File: src/rtl/proc_params.svh
`ifndef PROC_PARAMS_SVH
`define PROC_PARAMS_SVH

// Datapath and register file sizes
`define XLEN 32
`define REG_ADDR_W 5
`define NUM_REGS 32

`define RESET_PC 32'h0000_0000
`define PC_STEP 32'd4 // Every instruction is one word

////////////////////////////////////////////////////////////
// CSR numbers

// Input words, read by CSRR
`define CSR_IN0 12'hFC2
`define CSR_IN1 12'hFC3
`define CSR_IN2 12'hFC4

// Output words, written by CSRW
`define CSR_OUT0 12'h7C2
`define CSR_OUT1 12'h7C3
`define CSR_OUT2 12'h7C4

`endif
File: src/rtl/proc_pkg.sv
`include "proc_params.svh"

package proc_pkg;

	typedef logic [`XLEN-1:0] word_t;
	typedef logic [`REG_ADDR_W-1:0] reg_addr_t;

	typedef enum logic [2:0] {
		OP_ADD,
		OP_ADDI,
		OP_MUL,
		OP_BNE,
		OP_JAL,
		OP_CSRR,
		OP_CSRW,
		OP_NONE
	} op_e;

	typedef enum logic [1:0] {
		RES_SUM,
		RES_PROD,
		RES_CSR
	} res_sel_e;

	////////////////////////////////////////////////////////////
	// Stage registers

	typedef struct packed {
		logic valid;
		word_t inst;
		word_t pc;
	} fd_t;

	typedef struct packed {
		logic valid;
		op_e op;
		reg_addr_t rd;
		logic rf_wen;
		word_t op1; // Operands after bypass and immediate
		word_t op2;
		word_t csr_data; // rs1 value for CSRW
		logic [1:0] csr_sel;
		logic [2:0] out_sel; // One-hot output CSR
		word_t br_target;
	} dx_t;

	typedef struct packed {
		logic valid;
		reg_addr_t rd;
		logic rf_wen;
		word_t result;
		word_t csr_data;
		logic [2:0] out_sel;
	} xw_t;

	typedef struct packed {
		logic wen;
		reg_addr_t waddr;
		word_t wdata;
	} wb_t;

	typedef struct packed {
		logic valid_wen;
		reg_addr_t rd;
		word_t value;
	} byp_t;

endpackage

File: src/rtl/proc_top.sv
`timescale 1ns/10ps

module proc_top
	import proc_pkg::*;
(
	input logic clk,
	input logic rst,
	output word_t imem_addr,
	input word_t imem_data,
	input word_t in0,
	input word_t in1,
	input word_t in2,
	output word_t out0,
	output word_t out1,
	output word_t out2
);

	fd_t fd;
	dx_t dx;
	xw_t xw;
	wb_t rf_wr;
	byp_t byp_x;
	byp_t byp_w;
	logic br_taken;
	word_t br_target;
	logic jump_valid;
	word_t jump_target;
	reg_addr_t rs1_addr;
	reg_addr_t rs2_addr;
	word_t rs1_data;
	word_t rs2_data;

	fetch_unit fetch_unit_i (
		.clk(clk),
		.rst(rst),
		.br_taken(br_taken),
		.br_target(br_target),
		.jump_valid(jump_valid),
		.jump_target(jump_target),
		.imem_data(imem_data),
		.imem_addr(imem_addr),
		.fd(fd)
	);

	decode_unit decode_unit_i (
		.clk(clk),
		.rst(rst),
		.fd(fd),
		.br_taken(br_taken),
		.rs1_addr(rs1_addr),
		.rs2_addr(rs2_addr),
		.rs1_data(rs1_data),
		.rs2_data(rs2_data),
		.byp_x(byp_x),
		.byp_w(byp_w),
		.jump_valid(jump_valid),
		.jump_target(jump_target),
		.dx(dx)
	);

	regfile regfile_i (
		.clk(clk),
		.wr(rf_wr),
		.raddr0(rs1_addr),
		.raddr1(rs2_addr),
		.rdata0(rs1_data),
		.rdata1(rs2_data)
	);

	execute_unit execute_unit_i (
		.clk(clk),
		.rst(rst),
		.dx(dx),
		.in0(in0),
		.in1(in1),
		.in2(in2),
		.br_taken(br_taken),
		.br_target(br_target),
		.byp_x(byp_x),
		.xw(xw)
	);

	writeback_unit writeback_unit_i (
		.clk(clk),
		.rst(rst),
		.xw(xw),
		.rf_wr(rf_wr),
		.byp_w(byp_w),
		.out0(out0),
		.out1(out1),
		.out2(out2)
	);

endmodule

File: src/rtl/writeback_unit.sv
`timescale 1ns/10ps

module writeback_unit
	import proc_pkg::*;
(
	input logic clk,
	input logic rst,
	input xw_t xw,
	output wb_t rf_wr,
	output byp_t byp_w,
	output word_t out0,
	output word_t out1,
	output word_t out2
);

	word_t out_r [3];

	assign rf_wr.wen = xw.valid && xw.rf_wen;
	assign rf_wr.waddr = xw.rd;
	assign rf_wr.wdata = xw.result;

	// Same value the register file takes at the next edge
	assign byp_w.valid_wen = rf_wr.wen;
	assign byp_w.rd = rf_wr.waddr;
	assign byp_w.value = rf_wr.wdata;

	always_ff @(posedge clk) begin
		for (int i = 0; i < 3; i++) begin
			if (rst)
				out_r[i] <= '0;
			else if (xw.valid && xw.out_sel[i])
				out_r[i] <= xw.csr_data;
		end
	end

	assign out0 = out_r[0];
	assign out1 = out_r[1];
	assign out2 = out_r[2];

endmodule

File: src/rtl/execute_unit.sv
`timescale 1ns/10ps

module execute_unit
	import proc_pkg::*;
(
	input logic clk,
	input logic rst,
	input dx_t dx,
	input word_t in0,
	input word_t in1,
	input word_t in2,
	output logic br_taken,
	output word_t br_target,
	output byp_t byp_x,
	output xw_t xw
);

	word_t sum;
	word_t prod;
	word_t csr_in;
	word_t result;
	res_sel_e res_sel;

	assign sum = dx.op1 + dx.op2;
	assign prod = dx.op1 * dx.op2; // Low half only

	always_comb begin
		case (dx.csr_sel)
			2'd0: csr_in = in0;
			2'd1: csr_in = in1;
			2'd2: csr_in = in2;
			default: csr_in = '0;
		endcase
	end

	always_comb begin
		case (dx.op)
			OP_MUL: res_sel = RES_PROD;
			OP_CSRR: res_sel = RES_CSR;
			default: res_sel = RES_SUM; // ADD, ADDI and the JAL link
		endcase
	end

	always_comb begin
		case (res_sel)
			RES_PROD: result = prod;
			RES_CSR: result = csr_in;
			default: result = sum;
		endcase
	end

	assign br_taken = dx.valid && dx.op == OP_BNE && dx.op1 != dx.op2;
	assign br_target = dx.br_target;

	assign byp_x.valid_wen = dx.valid && dx.rf_wen;
	assign byp_x.rd = dx.rd;
	assign byp_x.value = result;

	always_ff @(posedge clk) begin
		if (rst) begin
			xw.valid <= 1'b0;
		end else begin
			xw.valid <= dx.valid;
			xw.rd <= dx.rd;
			xw.rf_wen <= dx.rf_wen;
			xw.result <= result;
			xw.csr_data <= dx.csr_data;
			xw.out_sel <= dx.out_sel;
		end
	end

	// Two output registers must never load from one CSRW
	out_sel_onehot_a: assert property (@(posedge clk) disable iff (rst)
		dx.valid |-> $onehot0(dx.out_sel))
		else $error("Output select not one-hot: %b", dx.out_sel);

endmodule

File: src/rtl/regfile.sv
`timescale 1ns/10ps
`include "proc_params.svh"

module regfile
	import proc_pkg::*;
(
	input logic clk,
	input wb_t wr,
	input reg_addr_t raddr0,
	input reg_addr_t raddr1,
	output word_t rdata0,
	output word_t rdata1
);

	word_t regs [`NUM_REGS];

	always_ff @(posedge clk) begin
		if (wr.wen && wr.waddr != '0) // x0 stays zero
			regs[wr.waddr] <= wr.wdata;
	end

	// Reads do not see a write in the same cycle
	assign rdata0 = (raddr0 == '0) ? '0 : regs[raddr0];
	assign rdata1 = (raddr1 == '0) ? '0 : regs[raddr1];

endmodule

File: src/rtl/decode_unit.sv
`timescale 1ns/10ps
`include "proc_params.svh"

module decode_unit
	import proc_pkg::*;
(
	input logic clk,
	input logic rst,
	input fd_t fd,
	input logic br_taken,
	output reg_addr_t rs1_addr,
	output reg_addr_t rs2_addr,
	input word_t rs1_data,
	input word_t rs2_data,
	input byp_t byp_x,
	input byp_t byp_w,
	output logic jump_valid,
	output word_t jump_target,
	output dx_t dx
);

	logic [6:0] opcode;
	logic [2:0] funct3;
	logic [6:0] funct7;
	logic [11:0] csr_num;
	op_e dec_op;
	logic dec_rf_wen;
	logic [1:0] dec_csr_sel;
	logic [2:0] dec_out_sel;
	word_t imm_i;
	word_t imm_b;
	word_t imm_j;
	word_t pc_target;
	word_t rs1_val;
	word_t rs2_val;
	dx_t dx_next;

	// Youngest producer wins and x0 is never forwarded
	function automatic word_t bypass(reg_addr_t addr, word_t rf_val, byp_t bx, byp_t bw);
		word_t val;
		if (addr != '0 && bx.valid_wen && bx.rd == addr)
			val = bx.value;
		else if (addr != '0 && bw.valid_wen && bw.rd == addr)
			val = bw.value;
		else
			val = rf_val;
		return val;
	endfunction

	assign opcode = fd.inst[6:0];
	assign funct3 = fd.inst[14:12];
	assign funct7 = fd.inst[31:25];
	assign csr_num = fd.inst[31:20];
	assign rs1_addr = fd.inst[19:15];
	assign rs2_addr = fd.inst[24:20];

	////////////////////////////////////////////////////////////
	// Instruction match

	always_comb begin
		dec_op = OP_NONE;
		dec_csr_sel = 2'd0;
		dec_out_sel = 3'b000;
		case (opcode)
			7'b0110011: begin
				if (funct3 == 3'b000 && funct7 == 7'b0000000)
					dec_op = OP_ADD;
				else if (funct3 == 3'b000 && funct7 == 7'b0000001)
					dec_op = OP_MUL;
			end
			7'b0010011: if (funct3 == 3'b000) dec_op = OP_ADDI;
			7'b1100011: if (funct3 == 3'b001) dec_op = OP_BNE;
			7'b1101111: dec_op = OP_JAL;
			7'b1110011: begin
				if (funct3 == 3'b010) begin
					dec_op = OP_CSRR;
					case (csr_num)
						`CSR_IN0: dec_csr_sel = 2'd0;
						`CSR_IN1: dec_csr_sel = 2'd1;
						`CSR_IN2: dec_csr_sel = 2'd2;
						default: dec_op = OP_NONE; // Unknown CSR
					endcase
				end else if (funct3 == 3'b001) begin
					dec_op = OP_CSRW;
					case (csr_num)
						`CSR_OUT0: dec_out_sel = 3'b001;
						`CSR_OUT1: dec_out_sel = 3'b010;
						`CSR_OUT2: dec_out_sel = 3'b100;
						default: dec_op = OP_NONE;
					endcase
				end
			end
			default: dec_op = OP_NONE;
		endcase
		dec_rf_wen = dec_op inside {OP_ADD, OP_ADDI, OP_MUL, OP_JAL, OP_CSRR};
	end

	////////////////////////////////////////////////////////////
	// Immediates, targets and operands

	assign imm_i = {{20{fd.inst[31]}}, fd.inst[31:20]};
	assign imm_b = {{20{fd.inst[31]}}, fd.inst[7], fd.inst[30:25], fd.inst[11:8], 1'b0};
	assign imm_j = {{12{fd.inst[31]}}, fd.inst[19:12], fd.inst[20], fd.inst[30:21], 1'b0};

	// One adder serves both the jump and the branch target
	assign pc_target = fd.pc + ((dec_op == OP_JAL) ? imm_j : imm_b);

	assign rs1_val = bypass(rs1_addr, rs1_data, byp_x, byp_w);
	assign rs2_val = bypass(rs2_addr, rs2_data, byp_x, byp_w);

	assign jump_valid = fd.valid && dec_op == OP_JAL;
	assign jump_target = pc_target;

	always_comb begin
		dx_next.valid = fd.valid && !br_taken; // Squashed behind a taken branch
		dx_next.op = dec_op;
		dx_next.rd = fd.inst[11:7];
		dx_next.rf_wen = dec_rf_wen;
		dx_next.op1 = (dec_op == OP_JAL) ? fd.pc : rs1_val; // JAL links pc plus one step
		case (dec_op)
			OP_ADDI: dx_next.op2 = imm_i;
			OP_JAL: dx_next.op2 = `PC_STEP;
			default: dx_next.op2 = rs2_val;
		endcase
		dx_next.csr_data = rs1_val;
		dx_next.csr_sel = dec_csr_sel;
		dx_next.out_sel = dec_out_sel;
		dx_next.br_target = pc_target;
	end

	always_ff @(posedge clk) begin
		if (rst)
			dx.valid <= 1'b0;
		else
			dx <= dx_next;
	end

	// The word fetched behind a jump never reaches decode
	jump_squash_a: assert property (@(posedge clk) disable iff (rst)
		jump_valid |=> !fd.valid)
		else $error("Instruction behind a jump was not squashed");

endmodule

File: src/rtl/fetch_unit.sv
`timescale 1ns/10ps
`include "proc_params.svh"

module fetch_unit
	import proc_pkg::*;
(
	input logic clk,
	input logic rst,
	input logic br_taken,
	input word_t br_target,
	input logic jump_valid,
	input word_t jump_target,
	input word_t imem_data,
	output word_t imem_addr,
	output fd_t fd
);

	word_t pc;
	word_t pc_next;

	// A taken branch in execute is older than a jump in decode
	always_comb begin
		if (br_taken)
			pc_next = br_target;
		else if (jump_valid)
			pc_next = jump_target;
		else
			pc_next = pc + `PC_STEP;
	end

	always_ff @(posedge clk) begin
		if (rst)
			pc <= `RESET_PC;
		else
			pc <= pc_next;
	end

	assign imem_addr = pc; // Memory answers in the same cycle

	always_ff @(posedge clk) begin
		if (rst) begin
			fd.valid <= 1'b0;
		end else begin
			fd.valid <= !(br_taken || jump_valid); // Drop the word fetched down the wrong path
			fd.inst <= imem_data;
			fd.pc <= pc;
		end
	end

	// Targets come from decode and execute, so misaligned immediates would show here
	pc_aligned_a: assert property (@(posedge clk) disable iff (rst)
		(pc % `PC_STEP) == 0)
		else $error("PC not aligned: %h", pc);

endmodule

File: config.mk
export PLATFORM = sky130hd
export DESIGN_NAME = proc_top
export DESIGN_NICKNAME = d
export VERILOG_FILES = /design/src/rtl/proc_pkg.sv /design/src/rtl/proc_top.sv /design/src/rtl/writeback_unit.sv /design/src/rtl/execute_unit.sv /design/src/rtl/regfile.sv /design/src/rtl/decode_unit.sv /design/src/rtl/fetch_unit.sv
export VERILOG_INCLUDE_DIRS = /design/src /design/src/rtl
export SDC_FILE = /design/constraint.sdc
export NUM_CORES = 2
export LEC_CHECK = 0
export BUFFER_PORTS_ARGS = -buffer_cell sky130_fd_sc_hd__buf_2
export CAP_MARGIN = 30
export CORE_MARGIN = 2
export CORE_UTILIZATION = 25
export DETAILED_ROUTE_END_ITERATION = 10
export MAX_ROUTING_LAYER = met4
export PLACE_DENSITY = 0.41
export SLEW_MARGIN = 20
export SYNTH_ARGS = -nofsm -noshare
export SYNTH_HDL_FRONTEND = slang
export SYNTH_HIERARCHICAL = 1
export SYNTH_SLANG_ARGS = --single-unit
File: constraint.sdc
create_clock -name clk -period 8.2 [get_ports clk]
set_input_delay 0.82 -clock clk [delete_from_list [all_inputs] [get_ports clk]]
set_output_delay 0.82 -clock clk [all_outputs]
set_load 0.01 [all_outputs]
Yosys cells after proc, flatten, opt, wreduce, memory -nomap -nowiden:

Memories as Yosys holds them, arrays and structs flattened. A register that Yosys moved wholly into a read port is not among the register bits.
Index checks and enable logic that the tools add are counted.

* reductions and logical operators: 37
* multipliers: 1
* bitwise logic cells: 5
* equality and inequality tests: 30
* multiplexer cells: 43
* add/sub/neg operators: 3

Operators with widths (count)
* $mux W32: 12
* $pmux W32 S2: 2
* $pmux W32 S3: 1
* $add A32 B32 Y32: 2
* $eq A12 B11 Y1 const B: 3
* $eq A12 B12 Y1 const B: 3
* $add A32 B3 Y32 const B: 1
* $mul A32 B32 Y32: 1
* $ne A32 B32 Y1: 1
* $eq A7 B7 Y1 const B: 3
* $eq A5 B5 Y1: 4
* $logic_and A1 B1 Y1: 20
* $mux W20: 1
* $reduce_bool A5 Y1: 4
* $mux W3: 6
* $pmux W3 S5: 1
* $mux W1: 14
* $eq A3 B2 Y1 const B: 4
* $logic_not A5 Y1: 2
* $mux W5: 2
* $eq A3 B3 Y1 const B: 3
* $pmux W3 S3: 1
* $reduce_or A3 Y1: 3
* $pmux W2 S2: 2
* 15 further kinds: 23

* input port bits: 130
* memories: 2
* word-level logic and storage cells: 141
* register bits after elaboration: 314
* bits in writable memories: 1120

Memory list
* regfile_i.regs: words 32, bits a word 32, rd ports 2, clocked after Yosys merged registers in 2, write ports 1, line regfile.sv:15 `` word_t regs [`NUM_REGS]; ``
* writeback_unit_i.out_r: words 3, bits a word 32, rd ports 3, clocked after Yosys merged registers in 0, write ports 3, line writeback_unit.sv:16 `word_t out_r [3];`

Depth between registers and ports, before layout:

* depth after elaboration: 11
* gate-level depth with buffers: 30
* mapped depth without buffers: 28

By module:

Netlist, hierarchy kept.

By module, submodules not included
* regfile: area each 47929.7 um^2, seq. area each 30749.5 um^2, cells each 2564, instances 1
* execute_unit: area each 20845.0 um^2, seq. area each 2212.1 um^2, cells each 2248, instances 1
* decode_unit: area each 9251.4 um^2, seq. area each 4284.1 um^2, cells each 874, instances 1
* writeback_unit: area each 4601.9 um^2, seq. area each 2882.8 um^2, cells each 302, instances 1
* fetch_unit: area each 3814.9 um^2, seq. area each 2582.5 um^2, cells each 294, instances 1

Worst setup path before layout:

OpenSTA, ideal clock, no wires.

* kind: reg2reg
* start: reg, netlist name decode_unit_i/dx[71]
* end: reg, netlist name decode_unit_i/dx[100]
* stages on the path, launching flop included: 29
* clock period less this slack: 7515 ps
* data arrival time: 7370 ps
* setup time: 144 ps
* slack: 685 ps
* path through: edfxtp_1 clkbuf_1 clkbuf_1 and2_1 fa_1 inv_1 fa_1 fa_1 fa_1 inv_1 fa_1 inv_1 fa_1 inv_1 fa_1 fa_1 ha_1 a21o_1 a21oi_1 nor2b_1 or4_1 o211ai_1 a31oi_1 or3_1 a21o_1 nand4_1 nor2_1 a31o_2 o21ai_1

==> impl_metrics.json <==
{
  "io_buffers": 257,
  "clock-sinks": 1434,
  "min_period_over_period_pct": 97.5,
  "grt_pass1_vias": 58800,
  "tns_ps": 0,
  "chipHeight_um": 592,
  "cpPeakStageDelay_ps": 620,
  "fp.dieW_um": 592,
  "yosys.area.top_type": "edfxtp_1",
  "numCtsBuffers": 175,
  "slowest_stage": "fa_2",
  "overflow": 0,
  "yosys-top-cells-area": "edfxtp_1 49%, fa_1 9.5%, mux4_2 7.8%",
  "path_buf_inv": 2,
  "h-tree-depth": 4,
  "maxCapViolations": 0,
  "setup.worst_path.class": "flip-flop to flip-flop",
  "drt_iter0_markers": 5774,
  "initial_core_util_pct": 25.2,
  "syn_area_per_cell_sq_um": 13.8,
  "die_area_sq_um": 350000,
  "syn_inst": 6282,
  "cts-root-buf": "clkbuf_16",
  "critPathRequiredTime_ps": 8840,
  "areaGrowthSynthToFinish_pct": 15.3,
  "cts_tree": "built",
  "coreArea_sq_um": 344000,
  "clock_path_buffers": 4,
  "drt-wirelength-per-cell_um": 30.1,
  "setup_violations": 0,
  "hold_path_class": "primary input to flip-flop",
  "seq_area_frac_synth_pct": 49.4,
  "synth.distinct_cells": 102,
  "relSlewSlack_pct": 24.3,
  "grt_pass1_wl_mm": 472,
  "cts_hold_buf": 0,
  "drtPass1Iterations": 6,
  "wirelength_mm": 339,
  "synth_seq_cells": 1434,
  "finalClockSkew_ps": 91.2,
  "drc": 0,
  "tightest_slew_ps": 1130,
  "synth_edf_count": 1399,
  "cp_data_arrival_time_ps": 8640,
  "yosysMostFrequentCell": "edfxtp_1",
  "startpoint_type": "flip-flop",
  "place.gp.congestion": 0.905,
  "rows": 215,
  "drv_slew": 0,
  "grt_max_degree": 100,
  "status": "finished, final reports clean",
  "cts.clk_slew.worst_paths_ps": 60,
  "period_needed_ps": 8000,
  "crit_chain": "ha_1 > fa_1 > inv_1 > fa_1 > fa_1 > fa_1 > fa_1 > inv_1 > fa_1 > fa_2 > fa_1 > ha_1 > a21oi_1 > o21ai_0 > or4_4 > o211ai_1 > a31oi_1 > or3_1 > a21o_1 > nand4_1 > nor2_1 > a31o_2 > o21ai_1",
  "netlist_top_cells_count": "1399 x edfxtp_1, 494 x nand2_1, 425 x inv_1",
  "synth-main-ff-cell": "edfxtp_1",
  "ys_async_sr_fraction_pct": 0,
  "netlist_area_sq_um": 86400,
  "yosysTopAreaCellShare_pct": 48.6,
  "antenna_found_initial": 27,
  "hold_violations": 0,
  "vias": 57200,
  "yosys_warnings": 6,
  "fin_nets": 7275,
  "viasPerCell": 5.08,
  "clock.fmax_mhz": 125,
  "dp_hpwl_mm": 230,
  "clkLatencyLatePin_ps": 860,
  "grt_setup_unrepaired": "no",
  "grtUsageTotal_pct": 19.6,
  "ant_nets": 0,
  "nFillCells": 34600,
  "cp-end-kind": "flip-flop",
  "critPathTopFamily": "adder cells",
  "cp_common_cell": "fa_1",
  "drive_gt1_share_pct": 21.1,
  "io_pins": 258,
  "cp_max_fo": 5
}
## layer usage
layer,vias up,wire length (um),track usage (%)
met5,-,0,-
met4,0,10800,5.68
li1,24000,-,-
met1,30400,148000,25.7
met2,2307,160000,31.1
met3,420,21400,3.19
## repair_timing
action,in CTS,in global routing
gates resized for setup,0,6
endpoints found under the setup margin,0,10
setup buffers,0,9
## cell usage in the layout, fill, tap and decap left out, types with 186 or more instances in the layout
master    instances
mux2i_1         392
fa_1            409
mux4_2          298
ha_1            186
edfxtp_1       1399
buf_4           299
inv_1           420
and2_1          312
buf_2           270
nand2_1         494
## through the flow
step / utilization (%) / setup WS, ps / hold slack, ps / area [sq um] / std cells
floorplan: - / 685 / 400 / 86600 / 6313
global placement: 27.2 / 175 / 404 / 93600 / 10900
detailed placement: 27.4 / 101 / 405 / 94000 / 10900
CTS: 28.9 / 53.4 / 128 / 99400 / 11200
global route: 29.0 / 6.89 / 139 / 99600 / 11200
finish: 29.0 / 202 / 186 / 99700 / 11300
## path summary, 6_finish.rpt
path / start / end / slack, ps / cells past startpoint
worst min register to register: decode_unit_i/dx[43]$_DFFE_PN_ / execute_unit_i/xw[9]$_DFFE_PN_ / 420 / 0
worst max register to register: decode_unit_i/dx[81]$_DFFE_PN_ / decode_unit_i/dx[100]$_DFFE_PN_ / 200 / 23
worst max-delay path: decode_unit_i/dx[81]$_DFFE_PN_ / decode_unit_i/dx[100]$_DFFE_PN_ / 200 / 23
worst min-delay path: imem_data[12] / fetch_unit_i/fd[44]$_DFFE_PN_ / 190 / 1
## logic make-up after synthesis
| group | share of synthesized area, % |
|---|---|
| multiplexers | 15.4 |
| AO/OA/AOI/OAI | 7.50 |
| XOR/XNOR | 1.72 |
| flip-flops | 49.4 |
| adder cells (fa/ha/maj) | 12.2 |
| AND/OR/NAND/NOR | 8.21 |
| buffers and inverters | 5.58 |
| other | 0.00434 |
## state kept, by name (all words and copies together) (netlist names)
signal and count:
regfile_i/regs 1024, decode_unit_i/dx 143, fetch_unit_i/fd 65, execute_unit_i/xw 74, writeback_unit_i/out_r 96, fetch_unit_i/imem_addr 32
## area by class of cell
cell class / count / area [sq um] / share of cell area (%)
tap: 4557 / 5700 / 5.72
inverter: 425 / 1610 / 1.61
timing repair buffer: 629 / 4720 / 4.74
sequential: 1434 / 42700 / 42.9
clock buffer: 215 / 4640 / 4.66
antenna: 13 / 32.5 / 0.0326
multi-input combinational: 3884 / 39500 / 39.6
clock inverter: 93 / 766 / 0.768
Power is left out: the tool's default activity adds up to more than one toggle a clock period on the data nets, which glitch-free logic cannot reach.
